**config.mk**
```make
export PLATFORM = sky130hd
export DESIGN_NAME = mem_port
export DESIGN_NICKNAME = d
export VERILOG_FILES = /design/src/mem_pkg.sv /design/src/cache_pkg.sv /design/src/mem_port.sv
export SDC_FILE = /design/constraint.sdc
export NUM_CORES = 1
export LEC_CHECK = 0
export ABC_AREA = 1
export BUFFER_PORTS_ARGS = -buffer_cell sky130_fd_sc_hd__clkbuf_2
export CAP_MARGIN = 20
export CORE_AREA = 4 4 113 115
export CTS_CLUSTER_SIZE = 25
export DETAILED_ROUTE_END_ITERATION = 12
export DIE_AREA = 0 0 117 119
export HOLD_SLACK_MARGIN = 0.03
export PLACE_DENSITY = 0.7
export SYNTH_ARGS = -nofsm -noshare
export SYNTH_HDL_FRONTEND = slang
export SYNTH_SLANG_ARGS = --single-unit
export TNS_END_PERCENT = 10
```
**constraint.sdc**
```tcl
create_clock -name clk -period 1.25 [get_ports clk]
set_clock_uncertainty 0.1 [all_clocks]
set_input_delay 0.375 -clock clk [delete_from_list [all_inputs] [get_ports clk]]
set_output_delay 0.375 -clock clk [all_outputs]
set_load 0.005 [all_outputs]
```
**src/mem_pkg.sv**
```systemverilog
package mem_pkg;

  localparam int MEM_ADDR_W = 32;          // Byte address on the memory side
  localparam int BLOCK_W    = 64;          // One block is two CPU words

  typedef logic [MEM_ADDR_W-1:0] mem_addr_t;
  typedef logic [BLOCK_W-1:0]    block_t;

  // Commands from the cache to the block memory
  typedef struct packed {
    logic      mrden;                      // One-cycle read strobe
    mem_addr_t mrdaddress;
    logic      mwren;                      // One-cycle write strobe
    mem_addr_t mwraddress;
    block_t    mdout;
  } mem_cmd_t;

endpackage

```
**src/cache_pkg.sv**
```systemverilog
package cache_pkg;

  localparam int ADDR_W       = 32;
  localparam int WORD_W       = 32;
  localparam int NUM_SETS     = 16;
  localparam int NUM_WAYS     = 4;
  localparam int OFFSET_W     = 3;                      // Byte offset within a block
  localparam int INDEX_W      = $clog2(NUM_SETS);
  localparam int WAY_W        = $clog2(NUM_WAYS);
  localparam int TAG_W        = ADDR_W - INDEX_W - OFFSET_W;
  localparam int AGE_W        = 2;
  localparam int WORD_SEL_BIT = 2;                      // Set means upper word

  typedef logic [ADDR_W-1:0]  addr_t;
  typedef logic [WORD_W-1:0]  word_t;
  typedef logic [TAG_W-1:0]   tag_t;
  typedef logic [INDEX_W-1:0] index_t;
  typedef logic [WAY_W-1:0]   way_t;
  typedef logic [AGE_W-1:0]   age_t;                    // 0 newest, 3 oldest

  localparam age_t AGE_OLDEST = '1;

  // Level request held by the CPU until hit_miss
  typedef struct packed {
    logic  rden;
    logic  wren;
    addr_t addr;
    word_t din;
  } cpu_req_t;

  // Replacement candidate of the indexed set
  typedef struct packed {
    way_t            way;
    logic            dirty;
    addr_t           wb_addr;                           // Block aligned
    mem_pkg::block_t data;
  } victim_t;

  typedef enum logic [2:0] {
    IDLE       = 3'b000,
    MISS       = 3'b001,
    WRITE_BACK = 3'b010,
    FETCH      = 3'b011,
    FETCH_WAIT = 3'b100,
    REFILL     = 3'b101
  } ctrl_state_t;

  function automatic index_t addr_index(addr_t addr);
    return addr[OFFSET_W +: INDEX_W];
  endfunction

  function automatic tag_t addr_tag(addr_t addr);
    return addr[ADDR_W-1 -: TAG_W];
  endfunction

endpackage

```
**src/mem_port.sv**
```systemverilog
`timescale 1ns/1ps

module mem_port
  import cache_pkg::*, mem_pkg::*;
(
  input  logic     clk,
  input  logic     reset_n,
  input  cpu_req_t req,
  input  victim_t  victim,
  input  logic     wb_load,
  input  logic     fetch,
  output mem_cmd_t mem_cmd
);

  logic      mrden_q;
  logic      mwren_q;
  mem_addr_t rd_addr_q;
  mem_addr_t wb_addr_q;                                 // One-entry write buffer
  block_t    wb_data_q;

  always_ff @(posedge clk or negedge reset_n) begin
    if (!reset_n) begin
      mrden_q <= 1'b0;
      mwren_q <= 1'b0;
    end else begin
      mrden_q <= fetch;
      mwren_q <= wb_load;
    end
  end

  always_ff @(posedge clk) begin
    if (wb_load) begin
      wb_addr_q <= victim.wb_addr;
      wb_data_q <= victim.data;
    end
    if (fetch)
      rd_addr_q <= {req.addr[ADDR_W-1:OFFSET_W], {OFFSET_W{1'b0}}};
  end

  always_comb begin
    mem_cmd.mrden      = mrden_q;
    mem_cmd.mrdaddress = rd_addr_q;
    mem_cmd.mwren      = mwren_q;
    mem_cmd.mwraddress = wb_addr_q;
    mem_cmd.mdout      = wb_data_q;
  end

  // Write-back drains two cycles before its block fetch
  a_wb_then_fetch: assert property (@(posedge clk) disable iff (!reset_n)
    mem_cmd.mwren |-> !mem_cmd.mrden ##2 mem_cmd.mrden);

endmodule

```
==> qor.txt <==
status = finished, violations left
failing checks = negative setup slack
crit share post-route = 1.16
DP HPWL = 7020 µm
Sequential Area = 3800 µm²
fmax = 689 MHz
Psw = 2.25 mW
Switching Fraction = 0.208
commonest cells in the netlist = 125 x edfxtp_1, 5 x buf_4, 2 x dfrtp_1
Final Hold Vio Count = 0
CP peak stage delay = 0.42 ns
worst min path class = in2reg
gpl congestion = 0.728
Die Area = 13,900 µm²
register area share after synthesis = 0.989
Synth cell types = 4
Critical Path RT = 0.78 ns
Leak = 3.09 nW
Crit Path Class = reg2out
post-CTS setup buffers = 0
drt total wl = 11,200 µm
post-synth top area share = 0.976
RSZ-0062 raised after global routing = yes
sequential share of power = 0.477
DRT antenna net count = 0
worst setup margin = -0.202 ns
dpl ws = 0.0179 ns
Synth Cell Area = 3840 µm²
final max-slew violation count = 0
n_diodes = 0
CP Capture Type = primary output
I/O Pins = 299
Post-Synth Simple-Gate Area = 0
PD cells = 1540 nW/µm²
max cap viols = 0
adder-cell share of the synthesized area = 0
Clock Pin Slew Worst Setup and Hold Paths = 0.05 ns
Final Critical Period = 1.45 ns
P_int = 8.57 mW
initial antenna violation count = 1
Initial DRC Count = 127
Critical Path AT = 0.98 ns
DR WL/cell = 16.5 µm
XOR/XNOR Fraction of Synth Area = 0
vias = 2,818
synth top area cells = edfxtp_1 98%, dfrtp_1 1.3%, buf_4 0.98%, conb_1 0.098%
port bufs = 255
Peak VDD IR = 863 µV
Hold Path End = wb_data_q[17]
Num Clock Sinks = 127
htree depth = 4
complex-gate fraction of the synthesized area = 0
post-synthesis instance total = 133
area grow syn2layout = 83.0%
ys flop type = edfxtp_1
main combinational cell family by area after synthesis = buffers and inverters
Yosys top cell by area = edfxtp_1
vias in the first global route = 3,119
grt ovf = 0
Root Buffer Master = clkbuf_16
number of synthesized flops with an enable pin = 125
count leader, synth = edfxtp_1
Synth Area per Inst = 28.9 µm²
core area = 11,800 µm²
# rows = 40
CTS tree = built
ys async rst share = 0.0157
Max FO, Critical Path = 1
clock power share = 0.432
Inst Count DP = 540
Largest delay share family, worst path = flip-flops
DRC errors left = 0
GRT Total Usage = 0.160
worst-path cell chain = clkbuf_2
initial core utilization = 0.326
hold depth = 1
Clock Path Buffers = 2
die width = 117 µm
TritonCTS buffer count = 17
Vias/cell = 4.14
Die Ht = 119 µm
first-pass GRT wire length = 16,100 µm
drt pass-1 iters = 4
filler cell count = 861
Seq cells post-synth = 127
minimum hold slack = 0.0395 ns
combinational share of power = 0.091
worst path bufs/invs = 1
min-delay src = victim[17]
largest net degree at the start of global routing = 31
multi-input logic area = 11.3 µm²
Final setup viols = 127
Final nets = 690
Synth Warn # = 0
final std cells w/o fill = 681
Crit-path slowest cell = edfxtp_1
CP Launch Type = flip-flop
share of cells above drive strength 1 = 0.547
mux cell area share after synthesis = 0
[power groups by stage]
stage               clock [mW]  sequential, mW  combinational, mW
floorplan                    0            5.27             0.0139
global placement             0            5.22              0.694
detailed placement           0            5.23              0.708
CTS                       4.80            5.15              0.951
global route              5.01            5.18               1.07
finish                    4.67            5.16              0.982
[cells in the final DEF (no fill, tap or decap)]
| cell type | Yosys | layout |
|---|---|---|
| bufinv_16 | 0 | 2 |
| clkinv_4 | 0 | 2 |
| conb_1 | 1 | 3 |
| clkbuf_16 | 0 | 17 |
| dfrtp_1 | 2 | 2 |
| edfxtp_1 | 125 | 125 |
| inv_6 | 0 | 2 |
| buf_12 | 0 | 3 |
| clkinv_2 | 0 | 2 |
| clkbuf_2 | 0 | 254 |
| clkinv_1 | 0 | 2 |
| buf_4 | 5 | 6 |
| clkinvlp_4 | 0 | 4 |
| clkbuf_1 | 0 | 1 |
| dlygate4sd3_1 | 0 | 109 |
[through the flow]
| stage | util | area [µm²] | TNS, ns | total power, mW |
|---|---|---|---|---|
| floorplan | - | 3850 | 0 | 5.29 |
| global placement | 0.455 | 5380 | 0 | 5.92 |
| detailed placement | 0.455 | 5380 | 0 | 5.94 |
| CTS | 0.587 | 6930 | -18.21 | 10.9 |
| global route | 0.596 | 7040 | -21.62 | 11.3 |
| finish | 0.596 | 7040 | -16.00 | 10.8 |
[registers in the layout, summed over array words and instances, names as in the netlist]
name	flops
mrden_q	1
mwren_q	1
rd_addr_q	29
wb_addr_q	32
wb_data_q	64
[how the worst max path moves through the flow]
stage	endpoint	cells past startpoint	from
2_1_floorplan	mem_cmd[129]	1	mrden_q
5_1_grt	mem_cmd[51]	1	wb_data_q[51]
4_1_cts	mem_cmd[46]	1	wb_data_q[46]
3_3_place_gp	wb_data_q[32]	2	wb_load
6_report	mem_cmd[46]	1	wb_data_q[46]
3_5_place_dp	wb_addr_q[18]	2	wb_load
[logic make-up (layout without fill, tap and decap cells)]
logic type / Yosys count / count (layout)
other: 1 / 3
DFF: 127 / 127
buffers and inverters: 5 / 404
[final cells by class]
| type | count | share of cell area |
|---|---|---|
| clock buffers | 18 | 0.0610 |
| multi-input cells | 3 | 0.00160 |
| repair buffers | 372 | 0.351 |
| clock inverters | 14 | 0.0203 |
| flip-flops and latches | 127 | 0.540 |
| well taps | 147 | 0.0261 |
[repair_timing]
| action | in CTS | in global routing |
|---|---|---|
| hold buffers | 98 | 11 |
| endpoints found under the hold margin | 99 | 11 |
| setup endpoints to repair | 127 | 127 |
| resized for setup | 0 | 0 |
[routing by layer]
metal / vias to the layer above / part of all wire / track usage
li1: 1312 / - / -
met1: 1298 / 0.34 / 0.153
met2: 185 / 0.52 / 0.268
met3: 21 / 0.12 / 0.0899
met4: 2 / 0.022 / 0.0846
met5: - / 0.0012 / 0
No activity file was read; power rests on OpenSTA's default activity.
