[src/mem_pkg.sv]
package mem_pkg;

  localparam int MEM_ADDR_W = 32;          // Byte address on the memory side
  localparam int BLOCK_W    = 64;          // One block is two CPU words

  typedef logic [MEM_ADDR_W-1:0] mem_addr_t;
  typedef logic [BLOCK_W-1:0]    block_t;

  // Commands from the cache to the block memory
  typedef struct packed {
    logic      mrden;                      // One-cycle read strobe
    mem_addr_t mrdaddress;
    logic      mwren;                      // One-cycle write strobe
    mem_addr_t mwraddress;
    block_t    mdout;
  } mem_cmd_t;

endpackage

[src/cache_pkg.sv]
package cache_pkg;

  localparam int ADDR_W       = 32;
  localparam int WORD_W       = 32;
  localparam int NUM_SETS     = 16;
  localparam int NUM_WAYS     = 4;
  localparam int OFFSET_W     = 3;                      // Byte offset within a block
  localparam int INDEX_W      = $clog2(NUM_SETS);
  localparam int WAY_W        = $clog2(NUM_WAYS);
  localparam int TAG_W        = ADDR_W - INDEX_W - OFFSET_W;
  localparam int AGE_W        = 2;
  localparam int WORD_SEL_BIT = 2;                      // Set means upper word

  typedef logic [ADDR_W-1:0]  addr_t;
  typedef logic [WORD_W-1:0]  word_t;
  typedef logic [TAG_W-1:0]   tag_t;
  typedef logic [INDEX_W-1:0] index_t;
  typedef logic [WAY_W-1:0]   way_t;
  typedef logic [AGE_W-1:0]   age_t;                    // 0 newest, 3 oldest

  localparam age_t AGE_OLDEST = '1;

  // Level request held by the CPU until hit_miss
  typedef struct packed {
    logic  rden;
    logic  wren;
    addr_t addr;
    word_t din;
  } cpu_req_t;

  // Replacement candidate of the indexed set
  typedef struct packed {
    way_t            way;
    logic            dirty;
    addr_t           wb_addr;                           // Block aligned
    mem_pkg::block_t data;
  } victim_t;

  typedef enum logic [2:0] {
    IDLE       = 3'b000,
    MISS       = 3'b001,
    WRITE_BACK = 3'b010,
    FETCH      = 3'b011,
    FETCH_WAIT = 3'b100,
    REFILL     = 3'b101
  } ctrl_state_t;

  function automatic index_t addr_index(addr_t addr);
    return addr[OFFSET_W +: INDEX_W];
  endfunction

  function automatic tag_t addr_tag(addr_t addr);
    return addr[ADDR_W-1 -: TAG_W];
  endfunction

endpackage

[src/cache_ctrl.sv]
`timescale 1ns/1ps

module cache_ctrl
  import cache_pkg::*;
(
  input  logic     clk,
  input  logic     reset_n,
  input  cpu_req_t req,
  input  logic     hit,
  input  word_t    rdata,
  input  logic     victim_dirty,
  output logic     access,
  output logic     victim_latch,
  output logic     refill,
  output logic     wb_load,
  output logic     fetch,
  output logic     hit_miss,
  output word_t    q
);

  ctrl_state_t state_q;
  ctrl_state_t state_d;
  logic        req_valid;

  assign req_valid = req.rden || req.wren;

  always_comb begin
    state_d      = state_q;
    access       = 1'b0;
    victim_latch = 1'b0;
    refill       = 1'b0;
    wb_load      = 1'b0;
    fetch        = 1'b0;
    case (state_q)
      IDLE: begin
        // A request already answered is not looked up again
        if (req_valid && !hit_miss) begin
          access = 1'b1;
          if (!hit)
            state_d = MISS;
        end
      end
      MISS: begin
        victim_latch = 1'b1;
        if (victim_dirty) begin
          wb_load = 1'b1;                               // Victim into write buffer
          state_d = WRITE_BACK;
        end else begin
          state_d = FETCH;
        end
      end
      WRITE_BACK: begin
        state_d = FETCH;                                // mwren out this cycle
      end
      FETCH: begin
        fetch   = 1'b1;
        state_d = FETCH_WAIT;
      end
      FETCH_WAIT: begin
        state_d = REFILL;                               // Memory latency
      end
      REFILL: begin
        refill  = 1'b1;
        state_d = IDLE;
      end
      default: begin
        state_d = IDLE;
      end
    endcase
  end

  always_ff @(posedge clk or negedge reset_n) begin
    if (!reset_n) begin
      state_q  <= IDLE;
      hit_miss <= 1'b0;
    end else begin
      state_q <= state_d;
      if (!req_valid)
        hit_miss <= 1'b0;
      else if (access)
        hit_miss <= hit;                                // Low while the miss is served
    end
  end

  always_ff @(posedge clk) begin
    if (access && hit && req.rden)
      q <= rdata;
  end

  // Retried lookup after a refill hits and answers the CPU
  a_refill_then_hit: assert property (@(posedge clk) disable iff (!reset_n)
    (state_q == REFILL) |=> hit ##1 hit_miss);

endmodule

[config.mk]
export PLATFORM = sky130hd
export DESIGN_NAME = cache_ctrl
export DESIGN_NICKNAME = d
export VERILOG_FILES = /design/src/mem_pkg.sv /design/src/cache_pkg.sv /design/src/cache_ctrl.sv
export SDC_FILE = /design/constraint.sdc
export NUM_CORES = 1
export LEC_CHECK = 0
export BUFFER_PORTS_ARGS = -buffer_cell sky130_fd_sc_hd__buf_4
export CAP_MARGIN = 20
export CORE_UTILIZATION = 25
export CTS_CLUSTER_DIAMETER = 50
export DETAILED_ROUTE_END_ITERATION = 16
export SLEW_MARGIN = 10
export SYNTH_ARGS = -nofsm -noshare
export SYNTH_HDL_FRONTEND = slang
export SYNTH_SLANG_ARGS = --single-unit
[constraint.sdc]
create_clock -name clk -period 3.1 [get_ports clk]
set_input_delay 0.465 -clock clk [delete_from_list [all_inputs] [get_ports clk]]
set_output_delay 0.465 -clock clk [all_outputs]
set_load 0.02 [all_outputs]
==> impl_metrics.prom, run 1 <==
# TYPE chip_impl_metric gauge
chip_impl_metric{name="max_slew_margin",unit=""} 0.731
chip_impl_metric{name="design.core.area",unit="mm^2"} 0.00450
chip_impl_metric{name="yosys_synthesis_warning_count",unit=""} 0
chip_impl_info{name="reg_to_reg_end",value="q[5]"} 1
chip_impl_info{name="type_of_element_launching_the_critical_path",value="register"} 1
chip_impl_metric{name="crit_path_max_fanout",unit=""} 32
chip_impl_metric{name="async_reset_ff_frac",unit=""} 0.111
chip_impl_metric{name="post_drt_wl_per_cell",unit="um"} 13.4
chip_impl_metric{name="synth-xor-area-share",unit=""} 0.0144
chip_impl_metric{name="die_w",unit="um"} 71.7
chip_impl_metric{name="postSynthRegisterBits",unit=""} 36
chip_impl_metric{name="synth_enable_flop_cells",unit=""} 32
chip_impl_metric{name="cp_data_required_time",unit="ns"} 3.04
chip_impl_metric{name="cts.repair_timing.setup_buffer_count",unit=""} 0
chip_impl_info{name="yosysMostFrequentCell",value="sky130_fd_sc_hd__edfxtp_1"} 1
chip_impl_info{name="critical_path.cell_chain",value="or4b_4, nor3b_4, buf_4"} 1
chip_impl_metric{name="num_antenna_cells",unit=""} 0
chip_impl_info{name="grt_setup_unrepaired",value="false"} 1
chip_impl_info{name="hold_class",value="in -> reg"} 1
chip_impl_metric{name="drt_iter0_markers",unit=""} 75
chip_impl_metric{name="synth_simple_gate_area_share",unit=""} 0.0752
chip_impl_info{name="cts.root.buffer_cell",value="sky130_fd_sc_hd__clkbuf_8"} 1
chip_impl_metric{name="full_die_area",unit="mm^2"} 0.00514
chip_impl_info{name="crit_start",value="state_q[1]"} 1
chip_impl_metric{name="seq_area_frac_synth",unit=""} 0.873
chip_impl_metric{name="cts-resized-gates",unit=""} 0
chip_impl_info{name="crit_path_top_delay_cell",value="sky130_fd_sc_hd__or4b_4"} 1
chip_impl_metric{name="initial_core_util",unit=""} 0.270
chip_impl_metric{name="finalSetupTns",unit="ns"} 0
chip_impl_metric{name="syn_area_per_cell",unit="um^2"} 20.2
chip_impl_info{name="min_delay_endpoint",value="q[12]"} 1
chip_impl_metric{name="clock_tree.buffer_depth",unit=""} 2
chip_impl_metric{name="dp_hpwl",unit="um"} 1960
chip_impl_metric{name="arrival",unit="ns"} 1.92
chip_impl_info{name="cts_tree",value="yes"} 1
chip_impl_metric{name="finalNonFillerCells",unit=""} 195
chip_impl_info{name="worst_hold_startpoint",value="rdata[12]"} 1
chip_impl_metric{name="ant_nets",unit=""} 0
chip_impl_info{name="timing_worst_setup_path_type",value="reg -> reg"} 1
chip_impl_metric{name="synth_compound_area_frac",unit=""} 0.0175
chip_impl_metric{name="synthCells",unit=""} 60
chip_impl_metric{name="numPlacedInstances",unit=""} 186
chip_impl_metric{name="final_area",unit="mm^2"} 0.00196
chip_impl_metric{name="report.final.slew_viol_count",unit=""} 0
chip_impl_info{name="synthTopCellsByCount",value="sky130_fd_sc_hd__edfxtp_1, sky130_fd_sc_hd__nor2_1, sky130_fd_sc_hd__dfrtp_1, sky130_fd_sc_hd__inv_1, sky130_fd_sc_hd__xnor2_1"} 1
chip_impl_info{name="outcome",value="finished, final reports clean"} 1
chip_impl_metric{name="max_cap_violations",unit=""} 0
chip_impl_metric{name="syn_nets",unit=""} 162
chip_impl_metric{name="number_of_library_cell_types_mapped_by_synthesis",unit=""} 18
chip_impl_metric{name="num_rows",unit=""} 24
chip_impl_metric{name="n_fill_cell",unit=""} 423
chip_impl_metric{name="worstPathBufferInverterCount",unit=""} 1
chip_impl_metric{name="drt_pass1_iterations",unit=""} 2
chip_impl_info{name="timing.rr.start",value="state_q[1]"} 1
chip_impl_metric{name="io_buffers",unit=""} 75
chip_impl_metric{name="power.density_cell_area",unit="mW/mm^2"} 714
chip_impl_metric{name="post_synth_mux_area_share",unit=""} 0
chip_impl_metric{name="place_congestion",unit=""} 0.650
chip_impl_metric{name="timing_hold_violations_final",unit=""} 0
chip_impl_metric{name="placement_cell_area",unit="mm^2"} 0.00184
chip_impl_info{name="main_combinational_cell_family_by_area_after_synthesis",value="simple AND/OR/NAND/NOR gates"} 1
chip_impl_info{name="synth_flop_cell",value="sky130_fd_sc_hd__edfxtp_1"} 1
chip_impl_metric{name="detailroute.via_count",unit=""} 840
chip_impl_metric{name="clock_pin_slew_of_the_registers_on_the_worst_case_setup_and_hold_paths",unit="ns"} 0.07
chip_impl_info{name="path_delay_family",value="simple AND/OR/NAND/NOR gates"} 1
chip_impl_metric{name="cts_hold_buf",unit=""} 1
chip_impl_metric{name="static-leakage-power",unit="nW"} 0.835
chip_impl_metric{name="globalRouteOverflowTotal",unit=""} 0
chip_impl_metric{name="finalCoreUtilization",unit=""} 0.436
chip_impl_metric{name="worstSkewPairLatency",unit="ns"} 0.28
chip_impl_metric{name="setup_viol",unit=""} 0
chip_impl_metric{name="area_fraction_of_the_dominant_cell_type_after_synthesis",unit=""} 0.791
chip_impl_info{name="yosys-top-cells-area",value="sky130_fd_sc_hd__edfxtp_1, sky130_fd_sc_hd__dfrtp_1, sky130_fd_sc_hd__nor2_1"} 1
chip_impl_metric{name="min_period",unit="ns"} 1.98
chip_impl_metric{name="die_height",unit="um"} 71.7
chip_impl_info{name="critical_path_capture_point_type",value="register"} 1
chip_impl_metric{name="holdPathStages",unit=""} 1
chip_impl_metric{name="first_global_vias",unit=""} 793
chip_impl_metric{name="worst-r2r-setup-slack",unit="ns"} 1.12
chip_impl_info{name="synth_top_cell_by_area",value="sky130_fd_sc_hd__edfxtp_1"} 1
chip_impl_metric{name="ir_drop",unit="mV"} 0.445
chip_impl_metric{name="detail_route.wirelength",unit="um"} 2620
chip_impl_metric{name="globalRouteTotalUtil",unit=""} 0.104
chip_impl_metric{name="worst_clock_skew",unit="ns"} 0.00380
chip_impl_metric{name="achievable-frequency",unit="MHz"} 504
chip_impl_metric{name="layout.nets",unit=""} 244
chip_impl_metric{name="drt_drc_violations_left",unit=""} 0
chip_impl_metric{name="proportion_of_layout_cells_with_a_drive_suffix_above_1",unit=""} 0.601
chip_impl_metric{name="areaGrowthSynthToFinish",unit="%"} 61.5
chip_impl_metric{name="pin_count_of_the_biggest_net_entering_global_routing",unit=""} 33
chip_impl_metric{name="htree_levels",unit=""} 2
chip_impl_metric{name="path_depth",unit=""} 3
chip_impl_metric{name="cts_sinks",unit=""} 36
chip_impl_metric{name="r2r.worst_path.cells",unit=""} 3
chip_impl_metric{name="viasPerCell",unit=""} 4.31
chip_impl_metric{name="finalCritPeriodShare",unit=""} 0.640
chip_impl_metric{name="grt_antenna_before_repair",unit=""} 0
chip_impl_metric{name="grt_pass1_wl",unit="um"} 3840
chip_impl_metric{name="timing.critical_path.slowest_cell_delay",unit="ns"} 0.59
chip_impl_metric{name="worst-slew-pin-transition",unit="ns"} 0.403
chip_impl_metric{name="design.portCount",unit=""} 140
chip_impl_metric{name="syn_area",unit="mm^2"} 0.00121
chip_impl_metric{name="post_synth_fa_ha_maj_area_fraction",unit=""} 0
chip_impl_metric{name="cts_inserted_buffers",unit=""} 5
[power by group]
part	internal (W)	total, W	leakage, nW	switching, W
logic	0.000165	0.000343	0.441	0.000178
clock network	0.000238	0.000397	0.0541	0.000160
registers	0.000602	0.000660	0.340	0.0000588
total	0.00100	0.00140	0.835	0.000396
[flip-flops by register name, summed over array words and instances (netlist names)]
signal and count:
state_q 3, q 32, hit_miss 1
[how the worst max path moves through the flow]
stage / end
global placement: q[16]
CTS: q[11]
global route: q[31]
detailed placement: q[27]
finish: q[5]
floorplan: q[0]
[logic make-up (layout without fill, tap and decap cells)]
kind of cell,count (synthesis),after routing
buffers and inverters,4,87
DFF,36,36
AOI/OAI and AO/OA,3,3
xor gates and xnor gates,2,2
and+or+nand+nor,15,15
[worst register-to-register path, cell delays in order, from the launching register on]
cell	delay, ns
sky130_fd_sc_hd__dfrtp_1	0.47
sky130_fd_sc_hd__or4b_4	0.59
sky130_fd_sc_hd__nor3b_4	0.18
sky130_fd_sc_hd__buf_4	0.38
[per-stage QoR]
step | hold WS [ns] | setup WS, ns | total power [W]
after floorplan | 0.169 | 0.345 | 0.000869
after global placement | 0.262 | 1.16 | 0.00100
after detailed placement | 0.266 | 1.14 | 0.00102
after CTS | 0.345 | 1.12 | 0.00142
after global routing | 0.340 | 1.04 | 0.00147
final | 0.358 | 1.12 | 0.00140
[layout by cell type (no fill, tap or decap), types with 2 or more instances in the layout]
master                     instances
sky130_fd_sc_hd__xnor2_1           2
sky130_fd_sc_hd__inv_1             2
sky130_fd_sc_hd__edfxtp_1         32
sky130_fd_sc_hd__nor2_1            7
sky130_fd_sc_hd__clkbuf_8          5
sky130_fd_sc_hd__dfrtp_1           4
sky130_fd_sc_hd__buf_4            76
[final cells by class]
cell class	instances	area, um^2	area share
clock inverter	3	42.5	0.0217
multi-input combinational	20	136	0.0695
sequential	36	1060	0.541
tap	52	65.1	0.0332
timing repair buffer	77	581	0.296
clock buffer	5	68.8	0.0351
inverter	2	7.51	0.00383
[layer usage]
| metal | track usage | up-vias | share of wire | wire length [um] |
|---|---|---|---|---|
| met5 | 0 | - | 0 | 0 |
| met4 | 0.0632 | 0 | 0.022 | 58 |
| met3 | 0.0520 | 5 | 0.13 | 336 |
| met2 | 0.154 | 62 | 0.44 | 1140 |
| met1 | 0.121 | 388 | 0.41 | 1080 |
| li1 | - | 385 | - | - |
Power figures use the tool's default switching activity.
==> run 2: changes to the inputs <==
--- a/config.mk
+++ b/config.mk
@@ -5,6 +5,7 @@
 export SDC_FILE = /design/constraint.sdc
 export NUM_CORES = 1
 export LEC_CHECK = 0
+export ABC_AREA = 1
 export BUFFER_PORTS_ARGS = -buffer_cell sky130_fd_sc_hd__buf_4
 export CAP_MARGIN = 20
 export CORE_UTILIZATION = 25
==> constraint.sdc (replaced) <==
create_clock -name clk -period 1.9 [get_ports clk]
set_input_delay 0.285 -clock clk [delete_from_list [all_inputs] [get_ports clk]]
set_output_delay 0.285 -clock clk [all_outputs]
set_load 0.02 [all_outputs]
==> impl_metrics.prom, run 2 <==
# TYPE chip_impl_metric gauge
chip_impl_metric{name="full_die_area",unit="mm^2"} 0.00519
chip_impl_metric{name="dp_hpwl",unit="um"} 1910
chip_impl_metric{name="crit_path_max_fanout",unit=""} 4
chip_impl_info{name="hold_class",value="in -> reg"} 1
chip_impl_metric{name="syn_nets",unit=""} 172
chip_impl_metric{name="die_height",unit="um"} 72.1
chip_impl_info{name="critical_path.cell_chain",value="inv_2, nand2_4, nor2_4, and2_1, buf_4"} 1
chip_impl_info{name="cts.root.buffer_cell",value="sky130_fd_sc_hd__clkbuf_8"} 1
chip_impl_info{name="path_delay_family",value="flip-flops"} 1
chip_impl_info{name="type_of_element_launching_the_critical_path",value="register"} 1
chip_impl_info{name="synth_flop_cell",value="sky130_fd_sc_hd__edfxtp_1"} 1
chip_impl_metric{name="clock_tree.buffer_depth",unit=""} 2
chip_impl_metric{name="num_antenna_cells",unit=""} 0
chip_impl_metric{name="post_drt_wl_per_cell",unit="um"} 11.3
chip_impl_info{name="largest_register",value="q"} 1
chip_impl_metric{name="timing_hold_violations_final",unit=""} 0
chip_impl_metric{name="proportion_of_layout_cells_with_a_drive_suffix_above_1",unit=""} 0.578
chip_impl_metric{name="finalSetupTns",unit="ns"} 0
chip_impl_info{name="worst_setup_path_endpoint",value="access"} 1
chip_impl_metric{name="layout_setup_ws",unit="ns"} 0.379
chip_impl_metric{name="ant_nets",unit=""} 0
chip_impl_info{name="timing_worst_setup_path_type",value="reg -> out"} 1
chip_impl_metric{name="worstSkewPairLatency",unit="ns"} 0.27
chip_impl_metric{name="grt_pass1_wl",unit="um"} 3670
chip_impl_metric{name="htree_levels",unit=""} 2
chip_impl_metric{name="finalCritPeriodShare",unit=""} 0.801
chip_impl_metric{name="yosys_synthesis_warning_count",unit=""} 0
chip_impl_metric{name="initial_core_util",unit=""} 0.260
chip_impl_metric{name="detailroute.via_count",unit=""} 862
chip_impl_info{name="worst_hold_startpoint",value="rdata[6]"} 1
chip_impl_metric{name="areaGrowthSynthToFinish",unit="%"} 61.8
chip_impl_metric{name="number_of_library_cell_types_mapped_by_synthesis",unit=""} 14
chip_impl_info{name="yosys-top-cells-area",value="sky130_fd_sc_hd__edfxtp_1, sky130_fd_sc_hd__dfrtp_1, sky130_fd_sc_hd__nand2_1"} 1
chip_impl_metric{name="dp_worst_setup_slack",unit="ns"} 0.471
chip_impl_metric{name="static-leakage-power",unit="nW"} 0.865
chip_impl_info{name="crit_path_top_delay_cell",value="sky130_fd_sc_hd__dfrtp_1"} 1
chip_impl_metric{name="min_period",unit="ns"} 1.52
chip_impl_info{name="reg_to_reg_end",value="q[3]"} 1
chip_impl_metric{name="max_slew_margin",unit=""} 0.872
chip_impl_metric{name="place_congestion",unit=""} 0.655
chip_impl_metric{name="synthCells",unit=""} 70
chip_impl_metric{name="timing.critical_path.slowest_cell_delay",unit="ns"} 0.43
chip_impl_metric{name="arrival",unit="ns"} 1.24
chip_impl_metric{name="viasPerCell",unit=""} 3.90
chip_impl_metric{name="design.core.area",unit="mm^2"} 0.00472
chip_impl_metric{name="layout.nets",unit=""} 256
chip_impl_metric{name="async_reset_ff_frac",unit=""} 0.111
chip_impl_metric{name="synth_enable_flop_cells",unit=""} 32
chip_impl_info{name="synth_top_cell_by_area",value="sky130_fd_sc_hd__edfxtp_1"} 1
chip_impl_metric{name="postSynthRegisterBits",unit=""} 36
chip_impl_info{name="cts_tree",value="yes"} 1
chip_impl_metric{name="worst-slew-pin-transition",unit="ns"} 0.193
chip_impl_metric{name="drt_iter0_markers",unit=""} 34
chip_impl_metric{name="drt_pass1_iterations",unit=""} 4
chip_impl_info{name="layout_common_cells",value="sky130_fd_sc_hd__buf_4, sky130_fd_sc_hd__edfxtp_1, sky130_fd_sc_hd__nand2_1"} 1
chip_impl_metric{name="detail_route.wirelength",unit="um"} 2510
chip_impl_metric{name="area_fraction_of_the_dominant_cell_type_after_synthesis",unit=""} 0.783
chip_impl_metric{name="globalRouteOverflowTotal",unit=""} 0
chip_impl_metric{name="io_buffers",unit=""} 75
chip_impl_metric{name="die_w",unit="um"} 72.1
chip_impl_metric{name="cp_data_required_time",unit="ns"} 1.62
chip_impl_metric{name="pin_count_of_the_biggest_net_entering_global_routing",unit=""} 33
chip_impl_info{name="outcome",value="finished, final reports clean"} 1
chip_impl_metric{name="clock_pin_slew_of_the_registers_on_the_worst_case_setup_and_hold_paths",unit="ns"} 0.07
chip_impl_metric{name="achievable-frequency",unit="MHz"} 657
chip_impl_info{name="crit_start",value="state_q[1]"} 1
chip_impl_metric{name="worst_clock_skew",unit="ns"} 0.00795
chip_impl_info{name="reg.largest.list",value="q: 32 flops, state_q: 3 flops, hit_miss: 1 flops"} 1
chip_impl_metric{name="seq_area_frac_synth",unit=""} 0.864
chip_impl_metric{name="design.portCount",unit=""} 140
chip_impl_metric{name="worstPathBufferInverterCount",unit=""} 2
chip_impl_metric{name="largest_reg_flops",unit=""} 32
chip_impl_metric{name="syn_area_per_cell",unit="um^2"} 17.5
chip_impl_metric{name="cts_sinks",unit=""} 36
chip_impl_metric{name="num_rows",unit=""} 25
chip_impl_info{name="synthTopCellsByCount",value="sky130_fd_sc_hd__edfxtp_1, sky130_fd_sc_hd__nand2_1, sky130_fd_sc_hd__inv_1, sky130_fd_sc_hd__dfrtp_1, sky130_fd_sc_hd__nand3_1"} 1
chip_impl_info{name="grt_setup_unrepaired",value="false"} 1
chip_impl_metric{name="r2r.worst_path.cells",unit=""} 6
chip_impl_info{name="critical_path_capture_point_type",value="primary output"} 1
chip_impl_metric{name="cts_inserted_buffers",unit=""} 5
chip_impl_metric{name="power.density_cell_area",unit="mW/mm^2"} 1040
chip_impl_info{name="yosysMostFrequentCell",value="sky130_fd_sc_hd__edfxtp_1"} 1
chip_impl_info{name="layout_commonest_cell",value="sky130_fd_sc_hd__buf_4"} 1
chip_impl_metric{name="syn_area",unit="mm^2"} 0.00123
chip_impl_metric{name="report.final.slew_viol_count",unit=""} 0
chip_impl_metric{name="first_global_vias",unit=""} 846
chip_impl_metric{name="globalRouteTotalUtil",unit=""} 0.0977
chip_impl_info{name="timing.rr.start",value="state_q[1]"} 1
chip_impl_metric{name="drt_drc_violations_left",unit=""} 0
chip_impl_metric{name="ir_drop",unit="mV"} 0.459
chip_impl_metric{name="path_depth",unit=""} 5
chip_impl_metric{name="grt_antenna_before_repair",unit=""} 0
chip_impl_metric{name="worst-r2r-setup-slack",unit="ns"} 0.46
chip_impl_metric{name="max_cap_violations",unit=""} 0
chip_impl_metric{name="setup_viol",unit=""} 0
==> run 2: changes by cell type after synthesis, moves of 3 or more <==
cell,previous run,this run
sky130_fd_sc_hd__nand3_1,0,4
sky130_fd_sc_hd__inv_1,2,7
sky130_fd_sc_hd__inv_2,0,3
sky130_fd_sc_hd__nor2_1,7,3
sky130_fd_sc_hd__nand2_1,0,9
==> run 2: repair_timing <==
action | CTS | global route
endpoints found under the hold margin | 4 | 0
hold buffers | 1 | 0
gates resized for setup | 0 | 0
buffers inserted | 0 | 0
==> run 2: area by class of cell <==
| type | instances | area, um^2 |
|---|---|---|
| fillers | 418 | 2740 |
| flip-flops and latches | 36 | 1060 |
| repair buffers | 77 | 593 |
| multi-input cells | 24 | 134 |
| well taps | 67 | 83.8 |
| clock buffers | 5 | 68.8 |
| inverters | 10 | 37.5 |
| clock inverters | 2 | 7.51 |
==> run 2: power breakdown <==
| part | switching [W] | internal (W) |
|---|---|---|
| Clock | 0.000236 | 0.000241 |
| Sequential | 0.0000567 | 0.000961 |
| Combinational | 0.000327 | 0.000248 |
==> run 2: cell families after synthesis <==
logic type | count (synthesis) | share of synthesized area
and+or+nand+nor | 23 | 0.0989
AOI/OAI and AO/OA | 1 | 0.00612
buffers and inverters | 10 | 0.0306
DFF | 36 | 0.864
==> run 2: how the worst min path moves through the flow <==
stage	to	slack, ns	depth (start not counted)
global placement	state_q[1]	0.08	1
CTS	q[22]	0.17	1
detailed placement	state_q[1]	0.08	1
finish	q[6]	0.18	1
floorplan	hit_miss	-0.01	0
global route	q[22]	0.17	1
==> run 2: metal layers <==
metal,up-vias,GRT usage,share of wire
li1,408,-,-
met1,393,0.0887,0.37
met5,-,0,0
met2,59,0.173,0.50
met4,0,0.0523,0.013
met3,2,0.0528,0.12
==> run 2: stage by stage <==
step,hold slack [ns],instance area (um^2),instances,util,power [W]
6_report,0.184,1990,221,0.420,0.00207
4_1_cts,0.171,1990,221,0.420,0.00210
3_5_place_dp,0.0847,1900,213,0.402,0.00161
5_1_grt,0.165,1990,221,0.420,0.00218
3_3_place_gp,0.0841,1900,213,0.402,0.00160
2_1_floorplan,-0.0106,1230,70,-,0.00136
